### src/common/wave_pkg.sv
package wave_pkg;

    // frame timing in clk cycles
    localparam int sclk_half  = 4;
    localparam int frame_bits = 16;
    localparam int frame_gap  = 8;
    localparam int pre_w      = $clog2(frame_gap > sclk_half ? frame_gap : sclk_half);

    localparam logic [1:0] dac_pd       = 2'b00; // normal operation
    localparam logic [2:0] adc_channel  = 3'd1;
    localparam logic [7:0] debug_filler = 8'hab;

    // round(127 * sin(2*pi*q/256)) for q 0 to 64
    localparam logic [7:0] sine_quarter [0:64] = '{
        8'd0,   8'd3,   8'd6,   8'd9,   8'd12,  8'd16,  8'd19,  8'd22,
        8'd25,  8'd28,  8'd31,  8'd34,  8'd37,  8'd40,  8'd43,  8'd46,
        8'd49,  8'd51,  8'd54,  8'd57,  8'd60,  8'd63,  8'd65,  8'd68,
        8'd71,  8'd73,  8'd76,  8'd78,  8'd81,  8'd83,  8'd85,  8'd88,
        8'd90,  8'd92,  8'd94,  8'd96,  8'd98,  8'd100, 8'd102, 8'd104,
        8'd106, 8'd107, 8'd109, 8'd111, 8'd112, 8'd113, 8'd115, 8'd116,
        8'd117, 8'd118, 8'd120, 8'd121, 8'd122, 8'd122, 8'd123, 8'd124,
        8'd125, 8'd125, 8'd126, 8'd126, 8'd126, 8'd127, 8'd127, 8'd127,
        8'd127
    };

    typedef struct packed {
        logic       ss;      // active low
        logic       sclk;    // idles high
        logic [3:0] bit_idx; // 15 down to 0
        logic       shift;   // strobe on sclk fall
        logic       sample;  // strobe on sclk rise
        logic       done;    // strobe at frame end
    } frame_t;

    typedef struct packed {
        logic [7:0] phase;
        logic [7:0] adc1;
        logic [7:0] adc2;
    } snap_t;

    typedef enum logic [1:0] {
        cmd_phase  = 2'd0,
        cmd_adc1   = 2'd1,
        cmd_adc2   = 2'd2,
        cmd_filler = 2'd3
    } debug_cmd_e;

endpackage

### src/spi_frame/spi_frame_ctrl.sv
`timescale 1ns/1ps

module spi_frame_ctrl (
    input  logic              clk,
    input  logic              arst_n,
    output wave_pkg::frame_t  frame
);

    typedef enum logic [1:0] {
        st_gap,
        st_low,
        st_high
    } state_e;

    localparam logic [wave_pkg::pre_w-1:0] gap_last  = wave_pkg::pre_w'(wave_pkg::frame_gap - 1);
    localparam logic [wave_pkg::pre_w-1:0] half_last = wave_pkg::pre_w'(wave_pkg::sclk_half - 1);
    localparam logic [3:0]                 first_bit = 4'(wave_pkg::frame_bits - 1);

    state_e                   state;
    logic [wave_pkg::pre_w-1:0] pre_cnt;
    wave_pkg::frame_t         frame_q;

    always_ff @(posedge clk or negedge arst_n) begin
        if (!arst_n) begin
            state           <= st_gap;
            pre_cnt         <= '0;
            frame_q.ss      <= 1'b1;
            frame_q.sclk    <= 1'b1;
            frame_q.bit_idx <= first_bit;
            frame_q.shift   <= 1'b0;
            frame_q.sample  <= 1'b0;
            frame_q.done    <= 1'b0;
        end else begin
            frame_q.shift  <= 1'b0;
            frame_q.sample <= 1'b0;
            frame_q.done   <= frame_q.sample && (frame_q.bit_idx == 4'd0); // after last rise

            case (state)
                st_gap: begin
                    if (pre_cnt == gap_last) begin
                        pre_cnt         <= '0;
                        state           <= st_low;
                        frame_q.ss      <= 1'b0;
                        frame_q.sclk    <= 1'b0;
                        frame_q.bit_idx <= first_bit; // first bit already set up
                    end else begin
                        pre_cnt <= pre_cnt + 1'b1;
                    end
                end
                st_low: begin
                    if (pre_cnt == half_last) begin
                        pre_cnt        <= '0;
                        state          <= st_high;
                        frame_q.sclk   <= 1'b1;
                        frame_q.sample <= 1'b1;
                    end else begin
                        pre_cnt <= pre_cnt + 1'b1;
                    end
                end
                default: begin
                    if (pre_cnt == half_last) begin
                        pre_cnt <= '0;
                        if (frame_q.bit_idx == 4'd0) begin
                            state      <= st_gap;
                            frame_q.ss <= 1'b1; // sclk stays high
                        end else begin
                            state           <= st_low;
                            frame_q.sclk    <= 1'b0;
                            frame_q.bit_idx <= frame_q.bit_idx - 1'b1;
                            frame_q.shift   <= 1'b1;
                        end
                    end else begin
                        pre_cnt <= pre_cnt + 1'b1;
                    end
                end
            endcase
        end
    end

    assign frame = frame_q;

endmodule

### src/rtl/sine_phase_gen.sv
`timescale 1ns/1ps

module sine_phase_gen (
    input  logic             clk,
    input  logic             arst_n,
    input  wave_pkg::frame_t frame,
    output logic [7:0]       phase,
    output logic [7:0]       sine
);

    logic [7:0] phase_q;
    logic [1:0] quad;
    logic [5:0] low;
    logic [6:0] q_idx;
    logic [7:0] entry;
    logic [8:0] value;

    always_ff @(posedge clk or negedge arst_n) begin
        if (!arst_n) begin
            phase_q <= 8'd0;
        end else if (frame.done) begin
            phase_q <= phase_q + 8'd1; // wraps at 256
        end
    end

    // quarter-wave fold
    always_comb begin
        quad = phase_q[7:6];
        low  = phase_q[5:0];

        if (quad[0]) begin
            q_idx = 7'd64 - {1'b0, low}; // falling quarter
        end else begin
            q_idx = {1'b0, low};
        end

        entry = wave_pkg::sine_quarter[q_idx];

        if (quad[1]) begin
            value = 9'd128 - {1'b0, entry}; // negative half
        end else begin
            value = 9'd128 + {1'b0, entry};
        end

        if (value > 9'd255) begin
            sine = 8'hff;
        end else begin
            sine = value[7:0];
        end
    end

    assign phase = phase_q;

endmodule

### src/rtl/dac_frame_shifter.sv
`timescale 1ns/1ps

module dac_frame_shifter (
    input  logic             clk,
    input  logic             arst_n,
    input  wave_pkg::frame_t frame,
    input  logic [11:0]      code,
    output logic             mosi
);

    logic [15:0] word_q;

    // reloaded through the gap, so the word in flight is the one at ss fall
    always_ff @(posedge clk or negedge arst_n) begin
        if (!arst_n) begin
            word_q <= 16'd0;
        end else if (frame.ss) begin
            word_q <= {wave_pkg::dac_pd, code, 2'b00};
        end else if (frame.shift) begin
            word_q <= {word_q[14:0], 1'b0}; // msb first
        end
    end

    assign mosi = ~frame.ss & word_q[15]; // low outside the frame

endmodule

### src/rtl/adc_frame_sampler.sv
`timescale 1ns/1ps

module adc_frame_sampler (
    input  logic             clk,
    input  logic             arst_n,
    input  wave_pkg::frame_t frame,
    input  logic             miso,
    output logic             mosi,
    output logic [7:0]       code
);

    logic [10:0] shift_q;
    logic [7:0]  code_q;

    // channel address on bits 13..11
    always_comb begin
        mosi = 1'b0;
        if (!frame.ss) begin
            case (frame.bit_idx)
                4'd13:   mosi = wave_pkg::adc_channel[2];
                4'd12:   mosi = wave_pkg::adc_channel[1];
                4'd11:   mosi = wave_pkg::adc_channel[0];
                default: mosi = 1'b0;
            endcase
        end
    end

    always_ff @(posedge clk or negedge arst_n) begin
        if (!arst_n) begin
            shift_q <= 11'd0;
            code_q  <= 8'd0;
        end else if (frame.sample) begin
            shift_q <= {shift_q[9:0], miso};
            // word bits 11..4 hold the result at the last sample
            if (frame.bit_idx == 4'd0) begin
                code_q <= shift_q[10:3];
            end
        end
    end

    assign code = code_q; // valid in the done cycle

endmodule

### src/debug/debug_spi_slave.sv
`timescale 1ns/1ps

module debug_spi_slave (
    input  logic       clk,
    input  logic       arst_n,
    input  logic       debug_ss,
    input  logic       debug_sclk,
    input  logic       debug_mosi,
    output logic       debug_miso,
    input  logic [7:0] reply,
    output logic [7:0] cmd,
    output logic       cmd_valid
);

    logic [1:0] ss_sync;
    logic [1:0] sclk_sync;
    logic [1:0] mosi_sync;
    logic       ss_prev;
    logic       sclk_prev;
    logic       ss_fall;
    logic       sclk_rise;
    logic       sclk_fall;
    logic [2:0] bit_cnt;
    logic [6:0] rx_q;
    logic [7:0] tx_q;
    logic [7:0] cmd_q;
    logic       cmd_valid_q;

    always_ff @(posedge clk or negedge arst_n) begin
        if (!arst_n) begin
            ss_sync   <= 2'b11;
            sclk_sync <= 2'b00; // mode 0 idle
            mosi_sync <= 2'b00;
            ss_prev   <= 1'b1;
            sclk_prev <= 1'b0;
        end else begin
            ss_sync   <= {ss_sync[0], debug_ss};
            sclk_sync <= {sclk_sync[0], debug_sclk};
            mosi_sync <= {mosi_sync[0], debug_mosi};
            ss_prev   <= ss_sync[1];
            sclk_prev <= sclk_sync[1];
        end
    end

    assign ss_fall   = ss_prev & ~ss_sync[1];
    assign sclk_rise = ~sclk_prev & sclk_sync[1];
    assign sclk_fall = sclk_prev & ~sclk_sync[1];

    always_ff @(posedge clk or negedge arst_n) begin
        if (!arst_n) begin
            bit_cnt     <= 3'd0;
            rx_q        <= 7'd0;
            tx_q        <= 8'd0;
            cmd_q       <= 8'd0;
            cmd_valid_q <= 1'b0;
        end else begin
            cmd_valid_q <= 1'b0;
            if (ss_fall) begin
                tx_q    <= reply; // first bit out before first rise
                bit_cnt <= 3'd0;
            end else if (!ss_sync[1]) begin
                if (sclk_rise) begin
                    rx_q    <= {rx_q[5:0], mosi_sync[1]};
                    bit_cnt <= bit_cnt + 3'd1;
                    if (bit_cnt == 3'd7) begin
                        cmd_q       <= {rx_q, mosi_sync[1]};
                        cmd_valid_q <= 1'b1;
                    end
                end
                if (sclk_fall) begin
                    tx_q <= {tx_q[6:0], 1'b0};
                end
            end
        end
    end

    assign debug_miso = ~ss_sync[1] & tx_q[7];
    assign cmd        = cmd_q;
    assign cmd_valid  = cmd_valid_q;

endmodule

### src/debug/debug_regs.sv
`timescale 1ns/1ps

module debug_regs (
    input  logic             clk,
    input  logic             arst_n,
    input  wave_pkg::frame_t frame,
    input  logic             debug_ss,
    input  logic [7:0]       phase,
    input  logic [7:0]       adc1,
    input  logic [7:0]       adc2,
    input  logic [7:0]       cmd,
    input  logic             cmd_valid,
    output logic [7:0]       reply
);

    wave_pkg::snap_t snap_q;
    logic [7:0]      reply_q;

    // frozen while a debug transaction is open
    always_ff @(posedge clk or negedge arst_n) begin
        if (!arst_n) begin
            snap_q <= '0;
        end else if (frame.done && debug_ss) begin
            snap_q.phase <= phase;
            snap_q.adc1  <= adc1;
            snap_q.adc2  <= adc2;
        end
    end

    always_ff @(posedge clk or negedge arst_n) begin
        if (!arst_n) begin
            reply_q <= 8'd0; // first reply after reset
        end else if (cmd_valid) begin
            case (wave_pkg::debug_cmd_e'(cmd[1:0]))
                wave_pkg::cmd_phase: reply_q <= snap_q.phase;
                wave_pkg::cmd_adc1:  reply_q <= snap_q.adc1;
                wave_pkg::cmd_adc2:  reply_q <= snap_q.adc2;
                default:             reply_q <= wave_pkg::debug_filler;
            endcase
        end
    end

    assign reply = reply_q;

endmodule

### src/rtl/waveform_io_top.sv
`timescale 1ns/1ps

module waveform_io_top (
    input  logic clk,
    input  logic arst_n,

    input  logic debug_ss,
    input  logic debug_sclk,
    input  logic debug_mosi,
    output logic debug_miso,

    output logic dac1_sync,
    output logic dac1_sclk,
    output logic dac1_mosi,

    output logic dac2_sync,
    output logic dac2_sclk,
    output logic dac2_mosi,

    output logic adc1_ss,
    output logic adc1_sclk,
    input  logic adc1_miso,
    output logic adc1_mosi,

    output logic adc2_ss,
    output logic adc2_sclk,
    input  logic adc2_miso,
    output logic adc2_mosi
);

    wave_pkg::frame_t frame;
    logic [7:0]       phase;
    logic [7:0]       sine;
    logic [7:0]       adc1_code;
    logic [7:0]       adc2_code;
    logic [7:0]       dbg_cmd;
    logic             dbg_cmd_valid;
    logic [7:0]       dbg_reply;

    spi_frame_ctrl u_frame (
        .clk    (clk),
        .arst_n (arst_n),
        .frame  (frame)
    );

    sine_phase_gen u_sine (
        .clk    (clk),
        .arst_n (arst_n),
        .frame  (frame),
        .phase  (phase),
        .sine   (sine)
    );

    // DAC sclk idles low, so it runs inverted
    assign dac1_sync = frame.ss;
    assign dac1_sclk = ~frame.sclk;
    assign dac2_sync = frame.ss;
    assign dac2_sclk = ~frame.sclk;

    dac_frame_shifter u_dac1 (
        .clk    (clk),
        .arst_n (arst_n),
        .frame  (frame),
        .code   ({sine, 4'h0}),
        .mosi   (dac1_mosi)
    );

    dac_frame_shifter u_dac2 (
        .clk    (clk),
        .arst_n (arst_n),
        .frame  (frame),
        .code   ({phase, 4'h0}), // ramp
        .mosi   (dac2_mosi)
    );

    assign adc1_ss   = frame.ss;
    assign adc1_sclk = frame.sclk;
    assign adc2_ss   = frame.ss;
    assign adc2_sclk = frame.sclk;

    adc_frame_sampler u_adc1 (
        .clk    (clk),
        .arst_n (arst_n),
        .frame  (frame),
        .miso   (adc1_miso),
        .mosi   (adc1_mosi),
        .code   (adc1_code)
    );

    adc_frame_sampler u_adc2 (
        .clk    (clk),
        .arst_n (arst_n),
        .frame  (frame),
        .miso   (adc2_miso),
        .mosi   (adc2_mosi),
        .code   (adc2_code)
    );

    debug_spi_slave u_dbg_slave (
        .clk        (clk),
        .arst_n     (arst_n),
        .debug_ss   (debug_ss),
        .debug_sclk (debug_sclk),
        .debug_mosi (debug_mosi),
        .debug_miso (debug_miso),
        .reply      (dbg_reply),
        .cmd        (dbg_cmd),
        .cmd_valid  (dbg_cmd_valid)
    );

    debug_regs u_dbg_regs (
        .clk       (clk),
        .arst_n    (arst_n),
        .frame     (frame),
        .debug_ss  (debug_ss),
        .phase     (phase),
        .adc1      (adc1_code),
        .adc2      (adc2_code),
        .cmd       (dbg_cmd),
        .cmd_valid (dbg_cmd_valid),
        .reply     (dbg_reply)
    );

endmodule

### config.mk
export PLATFORM = sky130hd
export DESIGN_NAME = waveform_io_top
export DESIGN_NICKNAME = d
export VERILOG_FILES = /design/src/common/wave_pkg.sv /design/src/spi_frame/spi_frame_ctrl.sv /design/src/rtl/sine_phase_gen.sv /design/src/rtl/dac_frame_shifter.sv /design/src/rtl/adc_frame_sampler.sv /design/src/debug/debug_spi_slave.sv /design/src/debug/debug_regs.sv /design/src/rtl/waveform_io_top.sv
export SDC_FILE = /design/constraint.sdc
export NUM_CORES = 1
export LEC_CHECK = 0
export BUFFER_PORTS_ARGS = -buffer_cell sky130_fd_sc_hd__buf_2
export CAP_MARGIN = 10
export CORE_ASPECT_RATIO = 1.1
export CORE_MARGIN = 2
export CORE_UTILIZATION = 29
export DETAILED_ROUTE_END_ITERATION = 8
export MAX_ROUTING_LAYER = met4
export PLACE_DENSITY = 0.55
export SLEW_MARGIN = 25
export SYNTH_ARGS = -nofsm -noshare
export SYNTH_HDL_FRONTEND = slang
export SYNTH_HIERARCHICAL = 1
export SYNTH_SLANG_ARGS = --single-unit
### constraint.sdc
create_clock -name clk -period 3.53 [get_ports clk]
set_clock_uncertainty 0.15 [all_clocks]
set_input_delay 0.353 -clock clk [delete_from_list [all_inputs] [get_ports clk]]
set_output_delay 0.353 -clock clk [all_outputs]
set_load 0.005 [all_outputs]
Word-level counts from Yosys, hierarchy flattened
Memory sizes are Yosys's and may differ from the RTL's.
Index checks and enable logic that the tools add are counted.
Cells by class
  bitwise operators: 14
  reduce and logical (&&, ||, !) cells: 20
  magnitude comparators: 2
  muxes and demuxes: 41
  equality and inequality tests: 12
  add/subtract/negate cells: 7
Operators with widths (number)
  $mux W16: 4
  $mux W8: 6
  $pmux W8 S3: 1
  $mux W3: 6
  $reduce_and A4 Y1: 4
  $mux W7: 2
  $mux W1: 12
  $mux W6: 2
  $reduce_bool A2 Y1: 5
  $add A8 B8 Y9 const A: 1
  $gt A9 B8 Y1 const B: 1
  $mux W9: 1
  $sub A8 B8 Y9 const A: 1
  $add A8 B1 Y8 const B: 1
  $ge A8 B8 Y1 const B: 1
  $not A7 Y8: 1
  $pmux W4 S2: 1
  $not A1 Y1: 7
  $sub A7 B6 Y7 const A: 1
  $add A3 B1 Y3 const B: 2
  $and A1 B1 Y1: 6
  $eq A3 B3 Y1 const B: 2
  $mux W2: 3
  $reduce_and A2 Y1: 3
  15 further kinds: 22
Word-level totals
  bits in registers: 147
  ROM bits: 1024
  logic and storage cells: 126
  memories kept: 1
  output and inout bits: 13
Memory list
  (name not given): depth 128, bits a word 8, rd ports 1, clocked after memory_dff 0, wr ports 0, line sine_phase_gen.sv:37  | entry = wave_pkg::sine_quarter[q_idx];

Logic depth before layout (Yosys ltp)
  word-level depth: 11
  depth in mapped cells: 18

Cells and area by module
The synthesis kept the hierarchy.
Modules (own cells, without submodules)
  sine_phase_gen: instances 1, cells each 213, area each 1595.3 um^2
  adc_frame_sampler: instances 2, cells each 43, area each 734.5 um^2
  debug_spi_slave: instances 1, cells each 90, area each 1400.1 um^2
  debug_regs: instances 1, cells each 96, area each 1385.1 um^2
  dac_frame_shifter: instances 2, cells each 60, area each 651.9 um^2
  spi_frame_ctrl: instances 1, cells each 65, area each 724.4 um^2
  waveform_io_top: instances 1, cells each 7, area each 45.0 um^2

Least setup slack after synthesis
OpenSTA, ideal clock, no wires.
  kind: reg-to-reg
  start point: register u_sine.phase_q[0], in the netlist u_sine/phase[0]
  end point: register u_dac1.word_q[10]
  data required time: 3.304 ns
  arrival: 3.600 ns
  setup slack: -0.296 ns
  stages on the path, launching flop included: 16
  cells stage by stage: dfrtp_1 > buf_2 > inv_1 > ha_1 > nand2_1 > o21ai_0 > ha_1 > mux2_2 > a2111oi_0 > o22ai_1 > ha_1 > and2_4 > a2111o_1 > nand3_1 > nand2_1 > o21ai_1
Between the ends
  longest elaborated chain between the ends: 11
  elaborated cells between the ends (all ways): 12
RTL lines
  start, declared: line sine_phase_gen.sv:11  | logic [7:0] phase_q;
  start signal, assigned: line sine_phase_gen.sv:22  | phase_q <= phase_q + 8'd1;
  $sub A7 B6 Y7: line sine_phase_gen.sv:32  | q_idx = 7'd64 - {1'b0, low};
  $mux W7 (*): line sine_phase_gen.sv:31  | if (quad[0]) begin
  $not A7 Y8 (implied by the code) (*): line sine_phase_gen.sv:37
  $mem_v2 Z128 W8 (*)
  $mux W8 (implied by the code) (*) (2 in series): line sine_phase_gen.sv:37
  $add A8 B8 Y9 or $sub A8 B8 Y9 (tied branches): line sine_phase_gen.sv:42, sine_phase_gen.sv:40
  $mux W9 (*): line sine_phase_gen.sv:39  | if (quad[1]) begin
  $gt A9 B8 Y1: line sine_phase_gen.sv:45  | if (value > 9'd255) begin
  $mux W8 (*): line sine_phase_gen.sv:45
  named net sine[4]: line waveform_io_top.sv:33  | logic [7:0] sine;
  $mux W16 (*): line dac_frame_shifter.sv:17  | end else if (frame.ss) begin
  end signal, assigned: line dac_frame_shifter.sv:18  | word_q <= {wave_pkg::dac_pd, code, 2'b00};
  end signal, assigned: line dac_frame_shifter.sv:20  | word_q <= {word_q[14:0], 1'b0};
  end, declared: line dac_frame_shifter.sv:11  | logic [15:0] word_q;
The timed path passes the listed nets; every way through them passes the cells marked *. The select of a mux whose other input is x is not followed.
A chain may end at the register's enable or synchronous reset.

Final worst setup path
  start point: register u_sine.phase_q[1], in the netlist u_sine/phase[1]
  end point: register u_dac1.word_q[10]
Same word-level chain as after synthesis.

==> results.ini <==
[run_status]
status = completed

[pwr]
power_uw = 3570
powerDensity_nw_per_um2 = 409
peakVddDrop_mv = 0.333
power_leakage_uw = 0.00370

[timing]
period_needed_ps = 3400
slew_headroom = 0.500
tightest_slew_ps = 749
timing.final.ws_setup_ps = 132
clock.fmax_ghz = 0.294
slew_violations = 0
finalHoldViolations = 0
setup_viol = 0
fin_crit_sh = 0.963

[clocking]
cts_tree = built
numCtsBuffers = 17
cts-root-buf = clkbuf_16
clk_pin_slew_ps = 60
htree_num_levels = 4
clk_latency_ps = 420
cts_sinks = 143
cts_buffer_depth = 2

[worst_setup_path]
cp_max_fo = 9
path_cells = inv_2, ha_2, or4bb_4, o211ai_4, nor3_1, a2111oi_2, o22ai_2, ha_1, and2_4, a2111o_1, nand3_1, nand2_1, o21ai_1
cp.required_ps = 3720
r2r-start = u_sine/phase[1]
r2r_cells = 13
crit_type = flip-flop to flip-flop
critPathSlowestCell = or4bb_4
cp-start-kind = flip-flop
endpoint = u_dac1/word_q[10]
critical_path.endpoint_type = flip-flop
rr_endpoint = u_dac1/word_q[10]
crit_start = u_sine/phase[1]
cp_slowest_stage_delay_ps = 560
cp_data_arrival_time_ps = 3590
regToRegSetupSlack_ps = 130

[layout]
syn2layout_area_growth_pct = 16.7
multi_input_area_um2 = 3630
seqCellArea_um2 = 3590
finalInstanceArea_um2 = 8740
drive_above_1_share = 0.304
diodes = 0
fin_cells = 1051
nets = 719
n_fill_cell = 2563

[floorplanning]
die_height_um = 173
start_util = 0.295
pin_count = 20
std_cell_rows = 61
fp.dieW_um = 157
die_area_um2 = 27100
core_area_um2 = 25300

[place]
dp_slack_ps = 87.6
postPlaceCellArea_um2 = 8000
io_buffers = 19
place_congestion = 0.843
dp_hpwl_um = 9980
placed_cells = 1015

[grt]
grt_max_degree = 77
grt_pass1_wl_um = 25400
antenna_found_initial = 0
grt-ovfl-total = 0
track_usage = 0.118
grt_pass1_vias = 4959

[synthesis]
syn_area_um2 = 7490
syn_inst = 653
synth_warnings = 6
avgSynthCellArea_um2 = 11.5

[routing]
ant_nets = 0
dr.pass1.iters = 4
num_vias = 4998
drc = 0
vias_per_cell = 4.76
drt_iter0_drc = 313
avgRoutedWirePerCell_um = 14.2
totalWireLength_um = 14900

[job]
maxCapViolations = 0

[hold_path]
worst_hold_path_type = input pin to flip-flop

==> placed cells by master, fill, tap and decap left out, types with 9 or more instances in the layout <==
cell,instances
dfstp_2,9
buf_2,18
xnor2_1,13
o21ai_0,27
mux2_2,81
clkbuf_16,17
mux2i_1,35
buf_4,34
nand2_1,44
ha_1,15
o21ai_1,18
nor2_1,29
a21oi_1,14
nand2b_1,15
dfrtp_1,132
inv_1,22
nor3_1,12
==> how the worst min path moves through the flow <==
stage                                      start                     end  slack, ps  depth (start not counted)
after floorplan                           arst_n          u_adc1/code[0]        -90                          0
after global placement    u_dbg_slave/ss_sync[0]  u_dbg_slave/ss_sync[1]        200                          0
after detailed placement  u_dbg_slave/ss_sync[0]  u_dbg_slave/ss_sync[1]        200                          0
after CTS                              adc2_miso       u_adc2/shift_q[0]          2                          2
after global routing                   adc2_miso       u_adc2/shift_q[0]          6                          2
final                                  adc2_miso       u_adc2/shift_q[0]         20                          2
==> per-stage QoR <==
stage               hold slack, ps  utilization  TNS [ps]
floorplan                    -92.6            -     -33.0
global placement               197        0.316         0
detailed placement             199        0.316         0
CTS                           1.70        0.341         0
global route                  6.43        0.345     -10.2
finish                        21.2        0.345         0
==> worst max-delay path: cells and delay by family, from the launching register on <==
| kind | cells | cell delay (ps) |
|---|---|---|
| flops | 1 | 390 |
| fa+ha+maj | 2 | 460 |
| simple gates | 5 | 970 |
| buf+inv | 1 | 90 |
| compound gates | 5 | 1260 |
==> power by group <==
part / switching [uW] / leakage (uW) / internal, uW / total, uW
sequential: 15.1 / 0.00187 / 1660 / 1680
clock: 691 / 0.000290 / 1130 / 1820
combinational: 46.4 / 0.00154 / 26.3 / 72.6
==> state kept, by name (all words and copies together), names as in the netlist, 9 cells and up <==
| register | flops |
|---|---|
| u_frame/frame | 9 |
| u_dac2/word_q | 14 |
| u_adc1/shift_q | 11 |
| u_dac1/word_q | 14 |
| u_dbg_regs/snap_q | 24 |
| u_adc2/shift_q | 11 |
==> timing repair <==
item	CTS	global route
setup endpoints to repair	0	7
gates resized for setup	0	20
buffers inserted	0	1
endpoints found under the hold margin	69	0
hold buffers	4	0
==> routing by layer <==
layer,global-route usage,share of wire,vias to the layer above
met5,-,0,-
met2,0.186,0.49,57
met4,0.0417,0.011,0
met1,0.155,0.48,2504
li1,-,-,2425
met3,0.0176,0.019,12
==> layout make-up <==
type,count,area share
clock buffers,19,0.0507
clock inverters,12,0.0182
inverters,23,0.00988
multi-input cells,451,0.415
flip-flops and latches,143,0.411
well taps,346,0.0495
repair buffers,57,0.0454
Note: power is estimated with default switching activity, not from simulation.
